**config.mk**
```make
export PLATFORM = sky130hd
export DESIGN_NAME = rv_exec_core
export DESIGN_NICKNAME = d
export VERILOG_FILES = /design/src/rv_pkg.sv /design/src/rv_exec_core.sv /design/src/exec_unit.sv /design/src/id_ex_stage_reg.sv /design/src/reg_file.sv /design/src/instr_decoder.sv
export VERILOG_INCLUDE_DIRS = /design/src /design/src/src
export SDC_FILE = /design/constraint.sdc
export NUM_CORES = 2
export LEC_CHECK = 0
export CORE_AREA = 4 4 378 380
export DETAILED_ROUTE_END_ITERATION = 8
export DIE_AREA = 0 0 382 384
export DONT_BUFFER_PORTS = 1
export PLACE_DENSITY = 0.79
export SETUP_SLACK_MARGIN = 0.2
export SLEW_MARGIN = 40
export SYNTH_ARGS = -nofsm -noshare
export SYNTH_HDL_FRONTEND = slang
export SYNTH_HIERARCHICAL = 1
export SYNTH_SLANG_ARGS = --single-unit
```
**constraint.sdc**
```tcl
create_clock -name clk_i -period 16.9 [get_ports clk_i]
set_input_delay 0.845 -clock clk_i [delete_from_list [all_inputs] [get_ports clk_i]]
set_output_delay 0.845 -clock clk_i [all_outputs]
set_load 0.02 [all_outputs]
```
**src/rv_config.svh**
```systemverilog
`ifndef RV_CONFIG_SVH
`define RV_CONFIG_SVH

// data path and address width in bits.
`define RV_XLEN 32

// architectural integer registers, x0 included.
`define RV_NUM_REGS 32

`endif
```
**src/rv_pkg.sv**
```systemverilog
`include "rv_config.svh"

package rv_pkg;

    typedef logic [`RV_XLEN-1:0] word_t;
    typedef logic [$clog2(`RV_NUM_REGS)-1:0] reg_idx_t;

    typedef enum logic [3:0] {
        ALU_ADD    = 4'd0,
        ALU_SUB    = 4'd1,
        ALU_SLL    = 4'd2,
        ALU_SLT    = 4'd3,
        ALU_SLTU   = 4'd4,
        ALU_XOR    = 4'd5,
        ALU_SRL    = 4'd6,
        ALU_SRA    = 4'd7,
        ALU_OR     = 4'd8,
        ALU_AND    = 4'd9,
        ALU_PASS_B = 4'd10 // lui result.
    } alu_op_t;

    typedef enum logic {
        OP1_RS1 = 1'b0,
        OP1_PC  = 1'b1
    } op1_sel_t;

    typedef enum logic {
        OP2_RS2 = 1'b0,
        OP2_IMM = 1'b1
    } op2_sel_t;

    // conditional codes follow the branch funct3 field.
    typedef enum logic [2:0] {
        BR_EQ   = 3'b000,
        BR_NE   = 3'b001,
        BR_NONE = 3'b010, // bubble.
        BR_JAL  = 3'b011,
        BR_LT   = 3'b100,
        BR_GE   = 3'b101,
        BR_LTU  = 3'b110,
        BR_GEU  = 3'b111
    } branch_sel_t;

    typedef enum logic {
        WB_ALU      = 1'b0,
        WB_PC_PLUS4 = 1'b1
    } wb_sel_t;

endpackage

```
**src/rv_exec_core.sv**
```systemverilog
`timescale 1ns/1ps

module rv_exec_core (
    input  logic             clk_i,
    input  logic             reset_i,
    input  logic             busywait_i,
    input  rv_pkg::word_t    instr_i,
    input  rv_pkg::word_t    pc_i,
    input  logic             instr_valid_i,
    output logic             redirect_o,
    output rv_pkg::word_t    redirect_pc_o,
    output logic             wb_valid_o,
    output rv_pkg::reg_idx_t wb_rd_o,
    output rv_pkg::word_t    wb_data_o
);
    import rv_pkg::*;

    reg_idx_t    dec_rs1, dec_rs2, dec_rd;
    word_t       dec_imm;
    alu_op_t     dec_alu_op;
    op1_sel_t    dec_op1_sel;
    op2_sel_t    dec_op2_sel;
    branch_sel_t dec_branch_sel;
    wb_sel_t     dec_wb_sel;
    logic        dec_wb_en;
    logic        dec_illegal;

    word_t       rf_rs1_data, rf_rs2_data;

    word_t       ex_pc, ex_rs1_value, ex_rs2_value, ex_imm;
    alu_op_t     ex_alu_op;
    op1_sel_t    ex_op1_sel;
    op2_sel_t    ex_op2_sel;
    branch_sel_t ex_branch_sel;
    wb_sel_t     ex_wb_sel;
    logic        ex_wb_en;
    reg_idx_t    ex_rd, ex_rs1_label, ex_rs2_label;

    logic        id_valid;
    logic        id_flush;
    logic        rf_we;

    assign id_valid = instr_valid_i && !dec_illegal;
    assign id_flush = redirect_o && !busywait_i; // stalled branch stays in execute.
    assign rf_we    = wb_valid_o && !busywait_i; // one write per retired result.

    instr_decoder u_decoder (
        .instr_i(instr_i), .rs1_o(dec_rs1), .rs2_o(dec_rs2), .rd_o(dec_rd),
        .imm_o(dec_imm), .alu_op_o(dec_alu_op), .op1_sel_o(dec_op1_sel),
        .op2_sel_o(dec_op2_sel), .branch_sel_o(dec_branch_sel), .wb_sel_o(dec_wb_sel),
        .reg_wb_en_o(dec_wb_en), .illegal_o(dec_illegal)
    );

    reg_file u_reg_file (
        .clk_i(clk_i), .reset_i(reset_i),
        .rs1_i(dec_rs1), .rs2_i(dec_rs2),
        .rs1_data_o(rf_rs1_data), .rs2_data_o(rf_rs2_data),
        .we_i(rf_we), .rd_i(wb_rd_o), .wd_i(wb_data_o)
    );

    id_ex_stage_reg u_id_ex (
        .clk_i(clk_i), .reset_i(reset_i), .busywait_i(busywait_i),
        .flush_i(id_flush), .valid_i(id_valid),
        .pc_i(pc_i), .rs1_value_i(rf_rs1_data), .rs2_value_i(rf_rs2_data),
        .imm_i(dec_imm), .alu_op_i(dec_alu_op), .op1_sel_i(dec_op1_sel),
        .op2_sel_i(dec_op2_sel), .branch_sel_i(dec_branch_sel), .wb_sel_i(dec_wb_sel),
        .reg_wb_en_i(dec_wb_en), .rd_i(dec_rd),
        .rs1_label_i(dec_rs1), .rs2_label_i(dec_rs2),
        .pc_o(ex_pc), .rs1_value_o(ex_rs1_value), .rs2_value_o(ex_rs2_value),
        .imm_o(ex_imm), .alu_op_o(ex_alu_op), .op1_sel_o(ex_op1_sel),
        .op2_sel_o(ex_op2_sel), .branch_sel_o(ex_branch_sel), .wb_sel_o(ex_wb_sel),
        .reg_wb_en_o(ex_wb_en), .rd_o(ex_rd),
        .rs1_label_o(ex_rs1_label), .rs2_label_o(ex_rs2_label)
    );

    exec_unit u_exec (
        .clk_i(clk_i), .reset_i(reset_i), .busywait_i(busywait_i),
        .pc_i(ex_pc), .rs1_value_i(ex_rs1_value), .rs2_value_i(ex_rs2_value),
        .imm_i(ex_imm), .alu_op_i(ex_alu_op), .op1_sel_i(ex_op1_sel),
        .op2_sel_i(ex_op2_sel), .branch_sel_i(ex_branch_sel), .wb_sel_i(ex_wb_sel),
        .reg_wb_en_i(ex_wb_en), .rd_i(ex_rd),
        .rs1_label_i(ex_rs1_label), .rs2_label_i(ex_rs2_label),
        .redirect_o(redirect_o), .redirect_pc_o(redirect_pc_o),
        .wb_valid_o(wb_valid_o), .wb_rd_o(wb_rd_o), .wb_data_o(wb_data_o)
    );

endmodule

```
**src/exec_unit.sv**
```systemverilog
`timescale 1ns/1ps

module exec_unit (
    input  logic                clk_i,
    input  logic                reset_i,
    input  logic                busywait_i,

    input  rv_pkg::word_t       pc_i,
    input  rv_pkg::word_t       rs1_value_i,
    input  rv_pkg::word_t       rs2_value_i,
    input  rv_pkg::word_t       imm_i,
    input  rv_pkg::alu_op_t     alu_op_i,
    input  rv_pkg::op1_sel_t    op1_sel_i,
    input  rv_pkg::op2_sel_t    op2_sel_i,
    input  rv_pkg::branch_sel_t branch_sel_i,
    input  rv_pkg::wb_sel_t     wb_sel_i,
    input  logic                reg_wb_en_i,
    input  rv_pkg::reg_idx_t    rd_i,
    input  rv_pkg::reg_idx_t    rs1_label_i,
    input  rv_pkg::reg_idx_t    rs2_label_i,

    output logic                redirect_o,
    output rv_pkg::word_t       redirect_pc_o,
    output logic                wb_valid_o,
    output rv_pkg::reg_idx_t    wb_rd_o,
    output rv_pkg::word_t       wb_data_o
);
    import rv_pkg::*;

    word_t rs1_fwd;
    word_t rs2_fwd;
    word_t op_a;
    word_t op_b;
    word_t alu_result;
    word_t result;
    logic  taken;

    // bypass the older result still sitting in ex/wb.
    assign rs1_fwd = (wb_valid_o && wb_rd_o != '0 && wb_rd_o == rs1_label_i) ?
                     wb_data_o : rs1_value_i;
    assign rs2_fwd = (wb_valid_o && wb_rd_o != '0 && wb_rd_o == rs2_label_i) ?
                     wb_data_o : rs2_value_i;

    assign op_a = (op1_sel_i == OP1_PC) ? pc_i : rs1_fwd;
    assign op_b = (op2_sel_i == OP2_IMM) ? imm_i : rs2_fwd;

    always_comb begin
        case (alu_op_i)
            ALU_SUB:    alu_result = op_a - op_b;
            ALU_SLL:    alu_result = op_a << op_b[4:0];
            ALU_SLT:    alu_result = word_t'($signed(op_a) < $signed(op_b));
            ALU_SLTU:   alu_result = word_t'(op_a < op_b);
            ALU_XOR:    alu_result = op_a ^ op_b;
            ALU_SRL:    alu_result = op_a >> op_b[4:0];
            ALU_SRA:    alu_result = $signed(op_a) >>> op_b[4:0];
            ALU_OR:     alu_result = op_a | op_b;
            ALU_AND:    alu_result = op_a & op_b;
            ALU_PASS_B: alu_result = op_b;
            default:    alu_result = op_a + op_b;
        endcase
    end

    always_comb begin
        case (branch_sel_i)
            BR_EQ:   taken = rs1_fwd == rs2_fwd;
            BR_NE:   taken = rs1_fwd != rs2_fwd;
            BR_LT:   taken = $signed(rs1_fwd) < $signed(rs2_fwd);
            BR_GE:   taken = $signed(rs1_fwd) >= $signed(rs2_fwd);
            BR_LTU:  taken = rs1_fwd < rs2_fwd;
            BR_GEU:  taken = rs1_fwd >= rs2_fwd;
            BR_JAL:  taken = 1'b1;
            default: taken = 1'b0; // bubble or plain op.
        endcase
    end

    assign redirect_o    = taken;
    assign redirect_pc_o = pc_i + imm_i;

    assign result = (wb_sel_i == WB_PC_PLUS4) ? pc_i + word_t'(4) : alu_result;

    always_ff @(posedge clk_i) begin
        if (reset_i) begin
            wb_valid_o <= 1'b0;
            wb_rd_o    <= '0;
            wb_data_o  <= '0;
        end else if (!busywait_i) begin
            wb_valid_o <= reg_wb_en_i;
            wb_rd_o    <= rd_i;
            wb_data_o  <= result;
        end
    end

endmodule

```
**src/id_ex_stage_reg.sv**
```systemverilog
`timescale 1ns/1ps

module id_ex_stage_reg (
    input  logic                clk_i,
    input  logic                reset_i,
    input  logic                busywait_i,
    input  logic                flush_i,
    input  logic                valid_i,

    input  rv_pkg::word_t       pc_i,
    input  rv_pkg::word_t       rs1_value_i,
    input  rv_pkg::word_t       rs2_value_i,
    input  rv_pkg::word_t       imm_i,
    input  rv_pkg::alu_op_t     alu_op_i,
    input  rv_pkg::op1_sel_t    op1_sel_i,
    input  rv_pkg::op2_sel_t    op2_sel_i,
    input  rv_pkg::branch_sel_t branch_sel_i,
    input  rv_pkg::wb_sel_t     wb_sel_i,
    input  logic                reg_wb_en_i,
    input  rv_pkg::reg_idx_t    rd_i,
    input  rv_pkg::reg_idx_t    rs1_label_i,
    input  rv_pkg::reg_idx_t    rs2_label_i,

    output rv_pkg::word_t       pc_o,
    output rv_pkg::word_t       rs1_value_o,
    output rv_pkg::word_t       rs2_value_o,
    output rv_pkg::word_t       imm_o,
    output rv_pkg::alu_op_t     alu_op_o,
    output rv_pkg::op1_sel_t    op1_sel_o,
    output rv_pkg::op2_sel_t    op2_sel_o,
    output rv_pkg::branch_sel_t branch_sel_o,
    output rv_pkg::wb_sel_t     wb_sel_o,
    output logic                reg_wb_en_o,
    output rv_pkg::reg_idx_t    rd_o,
    output rv_pkg::reg_idx_t    rs1_label_o,
    output rv_pkg::reg_idx_t    rs2_label_o
);
    import rv_pkg::*;

    logic load_bubble;

    // flush wins over a stall; an empty slot is captured as a bubble.
    assign load_bubble = reset_i || flush_i || (!busywait_i && !valid_i);

    always_ff @(posedge clk_i) begin
        if (load_bubble) begin
            pc_o         <= '0;
            rs1_value_o  <= '0;
            rs2_value_o  <= '0;
            imm_o        <= '0;
            alu_op_o     <= ALU_ADD;
            op1_sel_o    <= OP1_RS1;
            op2_sel_o    <= OP2_RS2;
            branch_sel_o <= BR_NONE;
            wb_sel_o     <= WB_ALU;
            reg_wb_en_o  <= 1'b0;
            rd_o         <= '0;
            rs1_label_o  <= '0;
            rs2_label_o  <= '0;
        end else if (!busywait_i) begin
            pc_o         <= pc_i;
            rs1_value_o  <= rs1_value_i;
            rs2_value_o  <= rs2_value_i;
            imm_o        <= imm_i;
            alu_op_o     <= alu_op_i;
            op1_sel_o    <= op1_sel_i;
            op2_sel_o    <= op2_sel_i;
            branch_sel_o <= branch_sel_i;
            wb_sel_o     <= wb_sel_i;
            reg_wb_en_o  <= reg_wb_en_i && valid_i;
            rd_o         <= rd_i;
            rs1_label_o  <= rs1_label_i;
            rs2_label_o  <= rs2_label_i;
        end
    end

endmodule

```
**src/reg_file.sv**
```systemverilog
`timescale 1ns/1ps
`include "rv_config.svh"

module reg_file (
    input  logic             clk_i,
    input  logic             reset_i,
    input  rv_pkg::reg_idx_t rs1_i,
    input  rv_pkg::reg_idx_t rs2_i,
    output rv_pkg::word_t    rs1_data_o,
    output rv_pkg::word_t    rs2_data_o,
    input  logic             we_i,
    input  rv_pkg::reg_idx_t rd_i,
    input  rv_pkg::word_t    wd_i
);
    import rv_pkg::*;

    word_t regs [`RV_NUM_REGS];
    logic  wr_live;

    assign wr_live = we_i && rd_i != '0; // x0 never written.

    always_ff @(posedge clk_i) begin
        if (reset_i) begin
            for (int i = 0; i < `RV_NUM_REGS; i++) begin
                regs[i] <= '0;
            end
        end else if (wr_live) begin
            regs[rd_i] <= wd_i;
        end
    end

    // same-cycle write shows through.
    assign rs1_data_o = (wr_live && rd_i == rs1_i) ? wd_i : regs[rs1_i];
    assign rs2_data_o = (wr_live && rd_i == rs2_i) ? wd_i : regs[rs2_i];

endmodule

```
**src/instr_decoder.sv**
```systemverilog
`timescale 1ns/1ps

module instr_decoder (
    input  rv_pkg::word_t       instr_i,
    output rv_pkg::reg_idx_t    rs1_o,
    output rv_pkg::reg_idx_t    rs2_o,
    output rv_pkg::reg_idx_t    rd_o,
    output rv_pkg::word_t       imm_o,
    output rv_pkg::alu_op_t     alu_op_o,
    output rv_pkg::op1_sel_t    op1_sel_o,
    output rv_pkg::op2_sel_t    op2_sel_o,
    output rv_pkg::branch_sel_t branch_sel_o,
    output rv_pkg::wb_sel_t     wb_sel_o,
    output logic                reg_wb_en_o,
    output logic                illegal_o
);
    import rv_pkg::*;

    localparam logic [6:0] OPC_OP     = 7'b0110011;
    localparam logic [6:0] OPC_OP_IMM = 7'b0010011;
    localparam logic [6:0] OPC_LUI    = 7'b0110111;
    localparam logic [6:0] OPC_AUIPC  = 7'b0010111;
    localparam logic [6:0] OPC_JAL    = 7'b1101111;
    localparam logic [6:0] OPC_BRANCH = 7'b1100011;

    logic [6:0] opcode;
    logic [2:0] funct3;
    logic [6:0] funct7;
    logic       alt;
    logic       bad_funct7;
    word_t      imm_i_type;
    word_t      imm_u_type;
    word_t      imm_b_type;
    word_t      imm_j_type;
    alu_op_t    arith_op;

    assign opcode = instr_i[6:0];
    assign funct3 = instr_i[14:12];
    assign funct7 = instr_i[31:25];
    assign rd_o   = instr_i[11:7];
    assign rs1_o  = instr_i[19:15];
    assign rs2_o  = instr_i[24:20];

    assign imm_i_type = {{20{instr_i[31]}}, instr_i[31:20]};
    assign imm_u_type = {instr_i[31:12], 12'b0};
    assign imm_b_type = {{20{instr_i[31]}}, instr_i[7], instr_i[30:25], instr_i[11:8], 1'b0};
    assign imm_j_type = {{12{instr_i[31]}}, instr_i[19:12], instr_i[20], instr_i[30:21], 1'b0};

    // bit 30 selects sub/sra, but addi must ignore it.
    assign alt = instr_i[30] && (opcode == OPC_OP || funct3 == 3'b101);

    // only sub, sra and srai may set funct7[5].
    assign bad_funct7 = funct7 != 7'b0000000 &&
                        !(funct7 == 7'b0100000 && (funct3 == 3'b101 ||
                          (funct3 == 3'b000 && opcode == OPC_OP)));

    always_comb begin
        case (funct3)
            3'b000:  arith_op = alt ? ALU_SUB : ALU_ADD;
            3'b001:  arith_op = ALU_SLL;
            3'b010:  arith_op = ALU_SLT;
            3'b011:  arith_op = ALU_SLTU;
            3'b100:  arith_op = ALU_XOR;
            3'b101:  arith_op = alt ? ALU_SRA : ALU_SRL;
            3'b110:  arith_op = ALU_OR;
            default: arith_op = ALU_AND;
        endcase
    end

    always_comb begin
        alu_op_o     = ALU_ADD;
        op1_sel_o    = OP1_RS1;
        op2_sel_o    = OP2_RS2;
        branch_sel_o = BR_NONE;
        wb_sel_o     = WB_ALU;
        reg_wb_en_o  = 1'b0;
        imm_o        = '0;
        illegal_o    = 1'b0;
        case (opcode)
            OPC_OP: begin
                alu_op_o    = arith_op;
                reg_wb_en_o = 1'b1;
                illegal_o   = bad_funct7;
            end
            OPC_OP_IMM: begin
                alu_op_o    = arith_op;
                op2_sel_o   = OP2_IMM;
                imm_o       = imm_i_type;
                reg_wb_en_o = 1'b1;
                illegal_o   = (funct3 == 3'b001 || funct3 == 3'b101) && bad_funct7;
            end
            OPC_LUI: begin
                alu_op_o    = ALU_PASS_B;
                op2_sel_o   = OP2_IMM;
                imm_o       = imm_u_type;
                reg_wb_en_o = 1'b1;
            end
            OPC_AUIPC: begin
                op1_sel_o   = OP1_PC;
                op2_sel_o   = OP2_IMM;
                imm_o       = imm_u_type;
                reg_wb_en_o = 1'b1;
            end
            OPC_JAL: begin
                imm_o        = imm_j_type;
                branch_sel_o = BR_JAL;
                wb_sel_o     = WB_PC_PLUS4; // link value.
                reg_wb_en_o  = 1'b1;
            end
            OPC_BRANCH: begin
                imm_o        = imm_b_type;
                branch_sel_o = branch_sel_t'(funct3);
                illegal_o    = funct3 == 3'b010 || funct3 == 3'b011;
            end
            default: illegal_o = 1'b1;
        endcase
        if (illegal_o) begin
            reg_wb_en_o  = 1'b0; // behaves as a bubble.
            branch_sel_o = BR_NONE;
        end
    end

endmodule

```
==> metrics.cfg <==
[setup_path]
cpPeakStageDelay_ps=860
worstReg2RegEnd=u_exec/wb_data_o[31]$_SDFFE_PP0N_
path_buf_inv=3
reg2reg_slack_ps=9600
critical_path.top_delay_family=compound AO/OA/AOI/OAI gates
worstReg2RegStart=u_exec/wb_rd_o[2]$_SDFFE_PP0N_
cp.required_ps=17550
end_kind=register
worstPathArrival_ps=7950
cp_slowest_cell=dfxtp_1
critical_path_class=reg -> reg
startpoint_type=register
worstPathCellList=xor2_1 > nor4b_2 > buf_4 > nand2_1 > mux2_2 > mux2i_1 > inv_1 > ha_1 > nor3_1 > o311ai_0 > nand4_1 > a31oi_1 > o21ai_0 > a2111oi_0 > buf_4 > o32ai_1 > o21bai_1 > a21oi_1 > xnor2_1 > nand2_1 > a311oi_1
reg2reg_depth=21
worstPathMaxFanout=30

[power_and_ir_drop]
p_switching_w=0.001585
p_clk_share_pct=41.2
power.total_w=0.006751
vdd_ir_drop_max_v=0.0001135
power.density_nw_per_um2=83.31
internal_power_w=0.005166
power.share.combinational_pct=8.6
swShare_pct=23.48
p_leak_nw=29.06
p_seq_share_pct=50.2

[floorplan]
start_util_pct=54.90
die_x_um=382
dieArea_um2=146700
dieHeight_um=384
core-area_um2=139200
num_rows=137
io_pins=139

[clock_tree]
clock-sinks=1216
htree_levels=3
clkTransAtPathRegs_ps=70
ctsHoldBuffers=0
cts_setup_buffers=0
cts_tree=built
post_cts_resize_count=0
clock_latency_ps=790
clockRootBuffer=clkbuf_16
ctsLongestPathBuffers=3
cts_buffers=121

[global_routing]
gr-total-overflow=0
grtUsageTotal_pct=37.55
grt_pass1_wl_um=400900
antenna_found_initial=13
first_global_vias=57190
grt_max_degree=339

[logic_synthesis]
synth_simple_gate_area_share_pct=16.88
synth_fa_ha_area_share_pct=2.688
synthMuxAreaShare_pct=17.68
async_reset_ff_share_pct=0
synthCells=6527
dominantRegCellSynth=edfxtp_1
synth-edff-count=1024
ys_seq_area_share_pct=45.27
synth-seq-cells=1216
synth_top_area_cell=edfxtp_1
yosys-top-cells-area=edfxtp_1 (40%), mux4_2 (13%), and2_1 (8.2%), dfxtp_1 (5.0%), mux4_1 (2.9%)
synth_top_family_by_area=multiplexers
synth-compound-area-share_pct=11.08
ys_warn_count=6
synth_xor_area_share_pct=1.215
netlist-cell-type-count=102
synth_top_area_share_pct=40.24
synth.cell_area_um2=76420
avgSynthCellArea_um2=11.71

[route]
viasPerCell=7.226
drc_errors=0
wl_per_cell_um=34.43
drt_iter0_drc=10450
antenna_left=0
vias=59290
dr.pass1.iters=8
finalWirelength_um=282500

[sta]
fin_crit_sh_pct=43.20
slew_violations=0
worst_slew_pin_slew_ps=1393
hold_violations=0
setup_viol_count_final=0
rsz0062_at_grt=false
finalSetupTns_ps=0
fmax_ghz=0.1370
skew_ps=59.39
relSlewSlack_pct=7.121
layout_min_cycle_time_ps=7300

[final_layout]
syn2layout_area_growth_pct=6.040
layout-drive-gt1-share_pct=15.62
final_common_cell=edfxtp_1
final_cell_mix=edfxtp_1 (1,024), and2_1 (1,005), nand2_1 (470), mux4_2 (438), a21oi_1 (329)
nets=6448

[placement]
dp_hpwl_um=182700
place_congestion=1.068
io_buffers=0

[worst_hold_path]
hold_depth=1
hold_end=u_exec/wb_valid_o$_SDFFE_PP0N_
min_from=reset_i
hold_path_class=in -> reg

[run]
cap_violations=0

[status]
outcome=finished clean

## worst max path at each step
stage / from / slack (ps) / endpoint / cells after the start
after detailed placement: u_exec/wb_rd_o[0]$_SDFFE_PP0N_ / 10040 / u_exec/wb_data_o[31]$_SDFFE_PP0N_ / 23
final: u_exec/wb_rd_o[2]$_SDFFE_PP0N_ / 9600 / u_exec/wb_data_o[31]$_SDFFE_PP0N_ / 21
after CTS: u_exec/wb_rd_o[2]$_SDFFE_PP0N_ / 9970 / u_exec/wb_data_o[31]$_SDFFE_PP0N_ / 21
after global placement: u_exec/wb_rd_o[0]$_SDFFE_PP0N_ / 9660 / u_id_ex/rs2_value_o[10]$_SDFFE_PP0N_ / 22
after floorplan: u_exec/wb_rd_o[0]$_SDFFE_PP0N_ / 11120 / u_exec/wb_data_o[29]$_SDFFE_PP0N_ / 21
after global routing: u_exec/wb_rd_o[0]$_SDFFE_PP0N_ / 9340 / u_exec/wb_data_o[31]$_SDFFE_PP0N_ / 21
## power groups by stage
stage | Combinational [W] | Clock, W | Sequential, W
after floorplan | 0.000447 | 0 | 0.00343
after global placement | 0.000524 | 0 | 0.00344
after detailed placement | 0.000535 | 0 | 0.00345
after CTS | 0.000538 | 0.00278 | 0.00339
after global routing | 0.000586 | 0.00292 | 0.00340
final | 0.000580 | 0.00278 | 0.00339
## through the flow
stage	utilization (%)	cells	hold slack [ps]	worst slack [ps]	cell area [µm²]
2_1_floorplan	-	6558	436.3	11120	76530
3_3_place_gp	55.14	7964	445.0	9663	76750
3_5_place_dp	55.24	7966	450.8	10040	76890
4_1_cts	58.13	8192	131.7	9970	80920
5_1_grt	58.20	8196	154.1	9344	81010
6_report	58.22	8205	180.1	9600	81030
## synth_stat cells (119+ instances only)
cell	instances
dfxtp_1	192
mux4_2	438
mux2i_1	126
a21oi_1	330
nand2_1	472
clkbuf_1	361
inv_1	119
nor2_1	258
nand3b_1	168
buf_2	145
edfxtp_1	1024
ha_1	161
o22ai_1	281
o21ai_0	159
and2_1	1005
## cells by family (layout without fill, tap and decap cells)
kind of cell             count (synthesis)  after routing
buffers and inverters                  757            519
multiplexers                           665            665
XOR/XNOR                               106            106
other                                    1             41
adder cells (fa/ha/maj)                163            163
flip-flops                            1216           1216
AND/OR/NAND/NOR                       2306           2306
AO/OA/AOI/OAI                         1313           1313
## metal layers
layer  share of wire (%)  track usage [%]  vias up  routed length (µm)
li1                    -                -    24030                   -
met1                  35            48.69    29080               98300
met2                  44            56.02     5038              123200
met3                  14            10.16     1136               38470
met4                 8.0            24.15        4               22500
met5              0.0081                0        -                  23
## registers in the layout (all words and copies together), names as in the netlist
| register | cells |
|---|---|
| u_id_ex/rd_o | 5 |
| u_id_ex/alu_op_o | 4 |
| u_id_ex/rs1_label_o | 5 |
| u_id_ex/wb_sel_o | 1 |
| u_exec/wb_data_o | 32 |
| u_exec/wb_rd_o | 5 |
| u_reg_file/regs | 1024 |
| u_id_ex/branch_sel_o | 3 |
| u_id_ex/reg_wb_en_o | 1 |
| u_id_ex/rs2_value_o | 32 |
| u_id_ex/imm_o | 32 |
| u_id_ex/op2_sel_o | 1 |
| u_id_ex/rs2_label_o | 5 |
| u_id_ex/rs1_value_o | 32 |
| u_id_ex/pc_o | 32 |
| u_id_ex/op1_sel_o | 1 |
| u_exec/wb_valid_o | 1 |
## cell type report
| type | count | area, µm² |
|---|---|---|
| inverters | 128 | 480.5 |
| clock inverters | 74 | 812.0 |
| well taps | 1876 | 2347 |
| fillers | 11100 | 58160 |
| clock buffers | 152 | 3216 |
| flip-flops and latches | 1216 | 34600 |
| repair buffers | 165 | 1325 |
| diodes | 9 | 22.52 |
| multi-input cells | 4585 | 38230 |
## worst register-to-register path, delay by kind of cell, from the launching register on
kind	cells	cell delay (ps)
xor+xnor	2	370
flops	1	860
compound gates	8	2300
simple gates	5	1430
buf+inv	3	740
fa+ha+maj	1	310
mux	2	1190
(Power assumes the default switching activity.)
